[src/ntm_output_gate_pkg.sv]
/*
  Output gate package
  Sizes, Q8.8 fixed-point types, feeder phase enum,
  lane column and sum arrays, lane operation struct
*/

`default_nettype none

package ntm_output_gate_pkg;

  ////////////////////////////////////////////////////////////
  // Sizes
  ////////////////////////////////////////////////////////////

  localparam int GATE_L  = 4;  // Gate rows, lanes, length of h
  localparam int GATE_X  = 4;  // Input vector length
  localparam int GATE_RW = 4;  // 2 heads x word width 2, flattened

  // Fixed point
  localparam int FIX_FRAC = 8;    // Q8.8
  localparam int FIX_ONE  = 256;  // 1.0

  ////////////////////////////////////////////////////////////
  // Types
  ////////////////////////////////////////////////////////////

  typedef logic signed [15:0] fix_t;  // Operands, weights, outputs
  typedef logic signed [31:0] acc_t;  // Lane accumulator, fix_t scaling

  typedef logic [2:0] beat_cnt_t;  // Covers longest phase
  typedef logic [1:0] lane_idx_t;  // Walks the lanes

  // One column of W, K or U, or the bias vector
  // Element l goes to lane l
  typedef fix_t [GATE_L-1:0] gate_col_t;

  // Lane results gathered at the top
  typedef acc_t [GATE_L-1:0] gate_sums_t;

  // Feeder states, in operand order
  typedef enum logic [2:0] {
    PH_IDLE = 3'd0,  // Waiting for START
    PH_WX   = 3'd1,  // W columns with x
    PH_KR   = 3'd2,  // K columns with r
    PH_UH   = 3'd3,  // U columns with h
    PH_BIAS = 3'd4   // Single bias beat
  } gate_phase_t;

  // Operation broadcast to every lane
  typedef struct packed {
    logic clear;  // Zero the accumulator
    logic mac;    // Add weight x vec
    fix_t vec;    // Shared vector element
  } lane_op_t;

endpackage

`default_nettype wire

[src/ntm_operand_feeder.sv]
/*
  Operand feeder
  Phase FSM with beat counter, registered lane operation
  and weight column, sums_valid delay pipe
*/

`timescale 1ns/1ps
`default_nettype none

module ntm_operand_feeder (
  input  wire                                     CLK,
  input  wire                                     RST,
  input  wire                                     START,      // One-cycle pulse
  input  wire                                     IN_ENABLE,  // Beat strobe
  input  wire ntm_output_gate_pkg::fix_t          VEC_IN,
  input  wire ntm_output_gate_pkg::gate_col_t     COL_IN,
  output ntm_output_gate_pkg::gate_phase_t        PHASE,
  output ntm_output_gate_pkg::lane_op_t           lane_op,
  output ntm_output_gate_pkg::gate_col_t          lane_w,
  output logic                                    sums_valid
);

  import ntm_output_gate_pkg::*;

  ////////////////////////////////////////////////////////////
  // Signals
  ////////////////////////////////////////////////////////////

  beat_cnt_t   beat_cnt;    // Beats taken in current phase
  beat_cnt_t   phase_last;  // Index of last beat of phase
  gate_phase_t phase_next;  // Phase after the last beat
  logic        beat_ok;     // Beat accepted this edge
  logic        last_beat;
  logic        bias_done;   // First stage of sums_valid pipe

  ////////////////////////////////////////////////////////////
  // Phase decode
  ////////////////////////////////////////////////////////////

  always_comb begin
    case (PHASE)
      PH_WX: begin
        phase_last = beat_cnt_t'(GATE_X - 1);
        phase_next = PH_KR;
      end
      PH_KR: begin
        phase_last = beat_cnt_t'(GATE_RW - 1);
        phase_next = PH_UH;
      end
      PH_UH: begin
        phase_last = beat_cnt_t'(GATE_L - 1);  // h has GATE_L elements
        phase_next = PH_BIAS;
      end
      default: begin  // Bias, and idle which never counts
        phase_last = '0;
        phase_next = PH_IDLE;
      end
    endcase
  end

  assign beat_ok   = IN_ENABLE && (PHASE != PH_IDLE);  // Idle beats dropped
  assign last_beat = beat_ok && (beat_cnt == phase_last);

  ////////////////////////////////////////////////////////////
  // FSM and lane operation
  ////////////////////////////////////////////////////////////

  always_ff @(posedge CLK or posedge RST) begin
    if (RST) begin
      PHASE      <= PH_IDLE;
      beat_cnt   <= '0;
      lane_op    <= '0;
      bias_done  <= 1'b0;
      sums_valid <= 1'b0;
    end else begin
      lane_op.clear <= 1'b0;  // Single-cycle ops by default
      lane_op.mac   <= 1'b0;
      bias_done     <= 1'b0;
      sums_valid    <= bias_done;  // Second delay stage

      if (PHASE == PH_IDLE) begin
        if (START) begin  // START only counts here
          lane_op.clear <= 1'b1;
          beat_cnt      <= '0;
          PHASE         <= PH_WX;
        end
      end else if (beat_ok) begin
        lane_op.mac <= 1'b1;
        // Bias beat multiplies b by 1.0
        lane_op.vec <= (PHASE == PH_BIAS) ? fix_t'(FIX_ONE) : VEC_IN;
        if (last_beat) begin
          beat_cnt  <= '0;
          PHASE     <= phase_next;
          bias_done <= (PHASE == PH_BIAS);  // End of computation
        end else begin
          beat_cnt <= beat_cnt + 3'd1;
        end
      end
    end
  end

  // Weight column, only meaningful with mac
  always_ff @(posedge CLK) begin
    if (beat_ok) begin
      lane_w <= COL_IN;
    end
  end

endmodule

`default_nettype wire

[src/ntm_gate_lane.sv]
/*
  Gate lane
  Q8.8 multiply-accumulate for one row of the output gate
*/

`timescale 1ns/1ps
`default_nettype none

module ntm_gate_lane (
  input  wire                                 CLK,
  input  wire                                 RST,
  input  wire ntm_output_gate_pkg::lane_op_t  lane_op,  // Shared by all lanes
  input  wire ntm_output_gate_pkg::fix_t      weight,   // This lane's column element
  output ntm_output_gate_pkg::acc_t           sum
);

  import ntm_output_gate_pkg::*;

  ////////////////////////////////////////////////////////////
  // Product
  ////////////////////////////////////////////////////////////

  acc_t prod;       // Q16.16 full product
  acc_t prod_fix;   // Rescaled to Q8.8 in 32 bits

  // Both operands signed, extended to 32 bits before multiply
  assign prod     = weight * lane_op.vec;
  assign prod_fix = prod >>> FIX_FRAC;  // Arithmetic, floors toward -inf

  ////////////////////////////////////////////////////////////
  // Accumulator
  ////////////////////////////////////////////////////////////

  always_ff @(posedge CLK or posedge RST) begin
    if (RST) begin
      sum <= '0;
    end else if (lane_op.clear) begin
      sum <= '0;  // Start of computation
    end else if (lane_op.mac) begin
      sum <= sum + prod_fix;
    end
    // Otherwise hold, drain may still read it
  end

endmodule

`default_nettype wire

[src/ntm_logistic_drain.sv]
/*
  Logistic drain
  Captures all lane sums, applies the saturating
  logistic and serializes one element per cycle
*/

`timescale 1ns/1ps
`default_nettype none

module ntm_logistic_drain (
  input  wire                                   CLK,
  input  wire                                   RST,
  input  wire                                   sums_valid,  // Capture strobe
  input  wire ntm_output_gate_pkg::gate_sums_t  sums,
  output ntm_output_gate_pkg::fix_t             O_OUT,
  output logic                                  O_OUT_ENABLE,
  output logic                                  READY         // With last element
);

  import ntm_output_gate_pkg::*;

  ////////////////////////////////////////////////////////////
  // Logistic
  ////////////////////////////////////////////////////////////

  // 0.5 + a/4, clamped to [0, 1]
  function automatic fix_t logistic(input acc_t a);
    acc_t lin;
    begin
      lin = acc_t'(FIX_ONE / 2) + (a >>> 2);
      if (a >= acc_t'(2 * FIX_ONE)) begin
        logistic = fix_t'(FIX_ONE);  // Upper knee
      end else if (a <= -acc_t'(2 * FIX_ONE)) begin
        logistic = '0;  // Lower knee
      end else begin
        logistic = fix_t'(lin);  // Always fits in 0..255 here
      end
    end
  endfunction

  ////////////////////////////////////////////////////////////
  // Capture and walk
  ////////////////////////////////////////////////////////////

  gate_sums_t sums_q;    // Held copy, lanes may restart
  lane_idx_t  idx;       // Next lane to emit
  logic       busy;      // Emission in progress
  logic       idx_last;
  acc_t       cur_sum;

  assign idx_last = (idx == lane_idx_t'(GATE_L - 1));
  assign cur_sum  = sums_q[idx];

  always_ff @(posedge CLK) begin
    if (sums_valid) begin
      sums_q <= sums;
    end
  end

  always_ff @(posedge CLK or posedge RST) begin
    if (RST) begin
      busy         <= 1'b0;
      idx          <= '0;
      O_OUT_ENABLE <= 1'b0;
      READY        <= 1'b0;
    end else begin
      O_OUT_ENABLE <= busy;
      READY        <= busy && idx_last;  // Flags final element
      if (sums_valid) begin
        busy <= 1'b1;
        idx  <= '0;  // Lane 0 first
      end else if (busy) begin
        idx <= idx + 2'd1;
        if (idx_last) begin
          busy <= 1'b0;
        end
      end
    end
  end

  // Output data register, paired with O_OUT_ENABLE
  always_ff @(posedge CLK) begin
    if (busy) begin
      O_OUT <= logistic(cur_sum);
    end
  end

endmodule

`default_nettype wire

[src/ntm_output_gate_vector.sv]
/*
  Output gate top level
  Operand feeder, GATE_L gate lanes, logistic drain
*/

`timescale 1ns/1ps
`default_nettype none

module ntm_output_gate_vector (
  input  wire                                 CLK,
  input  wire                                 RST,
  input  wire                                 START,
  input  wire                                 IN_ENABLE,
  input  wire ntm_output_gate_pkg::fix_t      VEC_IN,   // x, r, h element
  input  wire ntm_output_gate_pkg::gate_col_t COL_IN,   // W, K, U column or b
  output ntm_output_gate_pkg::gate_phase_t    PHASE,    // Next operand kind
  output ntm_output_gate_pkg::fix_t           O_OUT,
  output logic                                O_OUT_ENABLE,
  output logic                                READY
);

  import ntm_output_gate_pkg::*;

  ////////////////////////////////////////////////////////////
  // Internal nets
  ////////////////////////////////////////////////////////////

  wire lane_op_t   lane_op;     // Broadcast operation
  wire gate_col_t  lane_w;      // Per-lane weight
  wire             sums_valid;  // Feeder to drain
  wire gate_sums_t sums;        // Packed lane results

  // Feeder
  ntm_operand_feeder u_ntm_operand_feeder (
    .CLK        (CLK),
    .RST        (RST),
    .START      (START),
    .IN_ENABLE  (IN_ENABLE),
    .VEC_IN     (VEC_IN),
    .COL_IN     (COL_IN),
    .PHASE      (PHASE),
    .lane_op    (lane_op),
    .lane_w     (lane_w),
    .sums_valid (sums_valid)
  );

  ////////////////////////////////////////////////////////////
  // Lanes, one per gate row
  ////////////////////////////////////////////////////////////

  for (genvar l = 0; l < GATE_L; l++) begin : gen_lane
    ntm_gate_lane u_ntm_gate_lane (
      .CLK     (CLK),
      .RST     (RST),
      .lane_op (lane_op),
      .weight  (lane_w[l]),  // Row l of the current column
      .sum     (sums[l])
    );
  end

  // Drain, serializes o(0) .. o(GATE_L-1)
  ntm_logistic_drain u_ntm_logistic_drain (
    .CLK          (CLK),
    .RST          (RST),
    .sums_valid   (sums_valid),
    .sums         (sums),
    .O_OUT        (O_OUT),
    .O_OUT_ENABLE (O_OUT_ENABLE),
    .READY        (READY)
  );

endmodule

`default_nettype wire

[config.mk]
export PLATFORM = sky130hd
export DESIGN_NAME = ntm_output_gate_vector
export DESIGN_NICKNAME = d
export VERILOG_FILES = /design/src/ntm_output_gate_pkg.sv /design/src/ntm_operand_feeder.sv /design/src/ntm_gate_lane.sv /design/src/ntm_logistic_drain.sv /design/src/ntm_output_gate_vector.sv
export SDC_FILE = /design/constraint.sdc
export NUM_CORES = 2
export LEC_CHECK = 0
export BUFFER_PORTS_ARGS = -buffer_cell sky130_fd_sc_hd__buf_2
export CELL_PAD_IN_SITES_DETAIL_PLACEMENT = 0
export CELL_PAD_IN_SITES_GLOBAL_PLACEMENT = 1
export CORE_UTILIZATION = 35
export DETAILED_ROUTE_END_ITERATION = 10
export PLACE_DENSITY_LB_ADDON = 0.1
export SLEW_MARGIN = 20
export SYNTH_ARGS = -nofsm -noshare
export SYNTH_HDL_FRONTEND = slang
export SYNTH_SLANG_ARGS = --single-unit
[constraint.sdc]
create_clock -name CLK -period 21.8 [get_ports CLK]
set_clock_uncertainty 0.05 [all_clocks]
set_input_delay 2.18 -clock CLK [delete_from_list [all_inputs] [get_ports CLK]]
set_output_delay 2.18 -clock CLK [all_outputs]
set_load 0.05 [all_outputs]
; Word level (Yosys, flattened, before mapping)
; Index checks and enable logic that the tools add are counted.
; W data, S select, Z words.
[word_totals]
reg_bits = 367
in_bits = 84
out_inout_bits = 21
word_cells = 95
[classes]
n_addsub = 7
n_mul = 4
n_lt_le_gt_ge = 3
eq_ne = 7
n_mux = 34
bitwise_logic = 1
n_reduce_logical = 14
[ops]
columns = cell, count
row1 = $mux W32, 9
row2 = $add A32 B24 Y32, 4
row3 = $mul A16 B16 Y32, 4
row4 = $bmux W32 S2, 1
row5 = $mux W17, 2
row6 = $ge A32 B11 Y1 const B, 1
row7 = $le A32 B10 Y1 const B, 1
row8 = $mux W3, 8
row9 = $add A9 B16 Y16 const A, 1
row10 = $mux W16, 1
row11 = $mux W9, 1
row12 = $pmux W3 S3, 1
row13 = $mux W1, 8
row14 = $reduce_bool A2 Y1, 4
row15 = $eq A3 B2 Y1 const B, 2
row16 = $mux W2, 3
row17 = $reduce_and A2 Y1, 2
row18 = $add A3 B1 Y3 const B, 1
row19 = $eq A3 B1 Y1 const B, 1
row20 = $eq A3 B2 Y1, 1
row21 = $eq A3 B3 Y1 const B, 1
row22 = $logic_and A1 B1 Y1, 3
row23 = $logic_not A3 Y1, 1
row24 = $lt A2 B3 Y1 const B, 1
row25 = 8 further kinds, 8

; Longest topological paths before layout
[depth]
word_depth = 8
ltp_mapped = 38
mapped_depth_nobuf = 35

; By module
; From an unflattened synthesis, not the netlist that was laid out.
[hier_totals]
cells_unflattened = 5835
hier_area_um2 = 58014.4
[modules_own_cells]
columns = mod, instances, cells_each, area_per_inst_um2
row1 = ntm_gate_lane (gen_lane[1].u_ntm_gate_lane ...), 2, 1360, 12333.1
row2 = ntm_gate_lane (gen_lane[0].u_ntm_gate_lane), 1, 1371, 12356.9
row3 = ntm_gate_lane (gen_lane[3].u_ntm_gate_lane), 1, 1328, 12137.9
row4 = ntm_logistic_drain, 1, 257, 5778.0
row5 = ntm_operand_feeder, 1, 159, 3075.4

; Worst setup path after synthesis
; OpenSTA, ideal clock, no wires.
[synth_path]
path_type = register to register
start = register, netlist name u_ntm_operand_feeder.lane_op[7]
end = register gen_lane[1].u_ntm_gate_lane.sum[31]
setup_time_ns = 0.120
arrival_ns = 8.790
t_required_ns = 21.630
slack_ns = 12.840
path_stages_with_launch = 35
synth_period_minus_slack_ns = 8.960
cell_sequence = dfrtp_1 > clkbuf_1 > clkbuf_1 > nand2_1 > fa_1 > inv_1 > fa_1 > inv_1 > fa_1 > inv_1 > fa_1 > fa_1 > inv_1 > fa_1 > inv_1 > ha_1 > nand3_1 > a211oi_1 > o2111ai_1 > a211oi_1 > a41oi_1 > o21ai_1 > o21ai_0 > a211oi_2 > ha_1 > and4_1 > nand4_1 > nor2_1 > o211ai_1 > nor3b_1 > a211oi_1 > a2111oi_0 > xnor2_1 > a21oi_1 > a31o_2
[synth_between]
elab_chain_cells = 4
[synth_rtl]
columns = element, line_no
row1 = $mul A16 B16 Y32, ntm_gate_lane.sv:27  ; assign prod = weight * lane_op.vec;
row2 = $add A32 B24 Y32, ntm_gate_lane.sv:40  ; sum <= sum + prod_fix;
row3 = $mux W32, ntm_gate_lane.sv:39  ; end else if (lane_op.mac) begin
row4 = $mux W32, ntm_gate_lane.sv:37  ; end else if (lane_op.clear) begin
row5 = to (signal assigned), ntm_gate_lane.sv:40
row6 = to (decl), ntm_gate_lane.sv:14  ; output ntm_output_gate_pkg::acc_t sum
; No other way between the ends. The select of a mux whose other input is x is not followed.
; A chain may end at the register's enable or synchronous reset.

; Final worst setup path
[layout_path]
start = register, netlist name u_ntm_operand_feeder.lane_op[7]
end = register gen_lane[1].u_ntm_gate_lane.sum[31]
[layout_between]
elab_chain_cells = 4
[layout_rtl]
columns = element, line_no
row1 = $mul A16 B16 Y32, ntm_gate_lane.sv:27
row2 = $add A32 B24 Y32, ntm_gate_lane.sv:40
row3 = $mux W32, ntm_gate_lane.sv:39
row4 = $mux W32, ntm_gate_lane.sv:37
; No other way between the ends. The select of a mux whose other input is x is not followed.

==> results by group <==
Cells and area
  • Most common cell after layout, fill and taps aside: inv_1
  • Nets: about 7400
  • Layout area overhead: 7.978%
  • Most frequent cells in the layout: inv_1, fa_1, nand2_1
  • Ratio of cells with drive above 1 in the final layout: 0.05444

Floorplan
  • Die Area: around 170000 µm²
  • Initial Utilization: 0.3524
  • Die Ht: roughly 400 µm
  • IO Pins: between 100 and 150
  • Cell row count: about 150
  • Core area: about 160000 µm²
  • Die W: about 410 µm

Job
  • MaxCap Viol Count: 0

Route
  • TritonRoute pass-1 iters: 5
  • Met2 wire len: 83.83 mm
  • Via Count: 39080
  • DR WL/cell: 20.57 µm
  • WL met3: 3.593 mm
  • Routed Antenna Nets: 0
  • Met1 Wirelength: ~74 mm
  • Drt total wl: between 150 and 200 mm
  • 1st-iter DRT viols: around 1800
  • Top Layer Used: met5
  • Vias per cell: 4.863
  • Drt drc: 0

Synthesis
  • Avg Cell Area, Syn: 9.821 µm²
  • Post-synthesis cell type with the largest combined area: fa_1
  • Seq/Total Area, Yosys: 0.1783
  • Synth top area share: 0.3658
  • Main synth FF type: edfxtp_1
  • Number of distinct library cells after synthesis: between 80 and 90
  • Yosys warnings: 0
  • #FFs+latches synth: approximately 370
  • Post-synth EDFFs: roughly 210
  • Post-Syn Area: around 57000 µm²
  • Synth Instances: around 5800
  • Synth top area cells: fa_1, edfxtp_1, ha_1
  • Ys async rst share: 0.4332

Clock tree
  • Gates resized, CTS repair: 0
  • Clock transition at path regs: ~0.060 ns
  • H-tree depth: 2
  • CTS Hold Buffers Added: 0
  • CTS Buffer Depth: 3
  • Clock latency on the worst-skew pair: about 0.7 ns
  • Clk sink count: ~370
  • CTS Root Buffer Type: clkbuf_16
  • TritonCTS clock tree: built
  • Post-CTS Setup Repair Bufs: 0
  • CTS Buf Count: 51

Place
  • Post-DP HPWL: 129.0 mm
  • Routability cong.: 0.8200
  • Number of I/O port buffers: 104

Setup path
  • Worst path max stage delay: approximately 0.96 ns
  • Crit Path Class: register to register
  • Most used cell, CP: fa_1
  • Critical Path Sink Type: register
  • Arr. time, crit path: 11.43 ns
  • CP max-delay cell: dfrtp_2
  • CP max FO: 35
  • Required time worst endpoint: approximately 22 ns
  • CP startpoint kind: register

STA
  • RSZ-0062 raised after global routing: no
  • Worst-margin pin slew: between 1 and 1.5 ns
  • Final period util: 0.5005
  • Final TNS setup: 0 ns
  • Worst slew margin: 0.2776
  • Min Tclk post-route: between 10 and 15 ns
  • Hold WS: about 0.31 ns
  • Setup violators final: 0
  • Slew Limit Fails: 0
  • Final Hold Vio Count: 0
  • Fmax: between 0.09 and 0.1 GHz

Global routing
  • Largest net degree at the start of global routing: 104
  • First-pass GRT wire length: about 260 mm
  • Grt total ovfl: 0
  • Total Routing Usage GR: 0.2053
  • Initial antenna violation count: 5
  • Vias in the first global route: between 40000 and 50000

Run status
  • Status: completed

Min path
  • Min-Delay Path Class: register to register
synth_stat cells, drive strengths merged (11+ instances only):
| cell type | n |
|---|---|
| nand4 | 27 |
| clkbuf | 213 |
| inv | 1174 |
| a31oi | 16 |
| nor4 | 12 |
| o21bai | 15 |
| and2 | 511 |
| nor2 | 280 |
| dfrtp | 159 |
| xor2 | 48 |
| mux2i | 59 |
| o21a | 40 |
| ha | 448 |
| a22o | 14 |
| xnor2 | 152 |
| nand3 | 43 |
| nand3b | 15 |
| nand2 | 606 |
| nor2b | 39 |
| a21o | 86 |
| a211oi | 24 |
| a21oi | 160 |
| and3 | 16 |
| nor3 | 66 |
| fa | 1048 |
| o211ai | 11 |
| buf | 16 |
| or3 | 13 |
| edfxtp | 208 |
| nand2b | 34 |
| mux4 | 30 |
| o21ai | 125 |
metal layers:
| metal | track usage | vias up |
|---|---|---|
| li1 | - | 18120 |
| met1 | 0.2742 | 20390 |
| met2 | 0.3604 | 435 |
| met3 | 0.01482 | 130 |
| met4 | 0.04940 | 2 |
| met5 | 0 | - |
stage by stage:
step / utilization / cells / cell area (µm²) / worst slack [ns]
floorplan: - / 5842 / 57360 / 12.84
global placement: 0.3695 / 7938 / 60140 / 10.91
detailed placement: 0.3695 / 7938 / 60140 / 10.74
CTS: 0.3803 / 8034 / 61910 / 10.71
global route: 0.3805 / 8035 / 61930 / 10.01
finish: 0.3805 / 8036 / 61930 / 10.89
registers in the layout, indices dropped and copies added, names as in the netlist:
signal                             cells
u_ntm_logistic_drain.READY             1
u_ntm_logistic_drain.O_OUT            16
u_ntm_logistic_drain.sums_q          128
u_ntm_logistic_drain.idx               2
u_ntm_operand_feeder.sums_valid        1
u_ntm_operand_feeder.bias_done         1
u_ntm_operand_feeder.PHASE             3
u_ntm_logistic_drain.O_OUT_ENABLE      1
u_ntm_logistic_drain.busy              1
u_ntm_operand_feeder.beat_cnt          3
u_ntm_operand_feeder.lane_w           64
gen_lane.u_ntm_gate_lane.sum         128
u_ntm_operand_feeder.lane_op          18
area by class of cell:
cell class / instances / area [µm²]
fill: 16450 / 100800
multi-input combinational: 4072 / 41870
sequential: 367 / 10260
inverter: 1174 / 4417
tap: 2175 / 2721
clock buffer: 57 / 1329
timing repair buffer: 151 / 893.4
clock inverter: 39 / 440.4
antenna: 1 / 2.502
critical path, delay by kind of cell (launching register included):
family / cells / cell delay, ns
AOI/OAI and AO/OA: 12 / 3.99
DFF: 1 / 0.96
xor gates and xnor gates: 1 / 0.21
and+or+nand+nor: 6 / 1.16
buffers and inverters: 6 / 0.87
adders and majority gates: 8 / 3.49
worst paths after layout:
check                                                       to                             from  slack, ns  depth (start not counted)
setup / recovery           gen_lane[1].u_ntm_gate_lane.sum[31]  u_ntm_operand_feeder.lane_op[7]      10.89                         33
hold / removal                 u_ntm_operand_feeder.sums_valid   u_ntm_operand_feeder.bias_done       0.31                          0
max in group asynchronous     u_ntm_operand_feeder.lane_op[16]                              RST      18.82                          3
setup reg to reg           gen_lane[1].u_ntm_gate_lane.sum[31]  u_ntm_operand_feeder.lane_op[7]      10.89                         33
min in group asynchronous  gen_lane[3].u_ntm_gate_lane.sum[14]                              RST       1.54                          2
hold reg to reg                u_ntm_operand_feeder.sums_valid   u_ntm_operand_feeder.bias_done       0.31                          0
kinds of logic after synthesis:
logic type,share of synthesized area
adders and majority gates,0.4635
DFF,0.1783
other,0.00006538
muxes,0.02227
AOI/OAI and AO/OA,0.06791
buffers and inverters,0.09195
and+or+nand+nor,0.1451
xor gates and xnor gates,0.03093
Power is left out: the tool's default activity adds up to more than one toggle a clock period on the data nets, which glitch-free logic cannot reach.
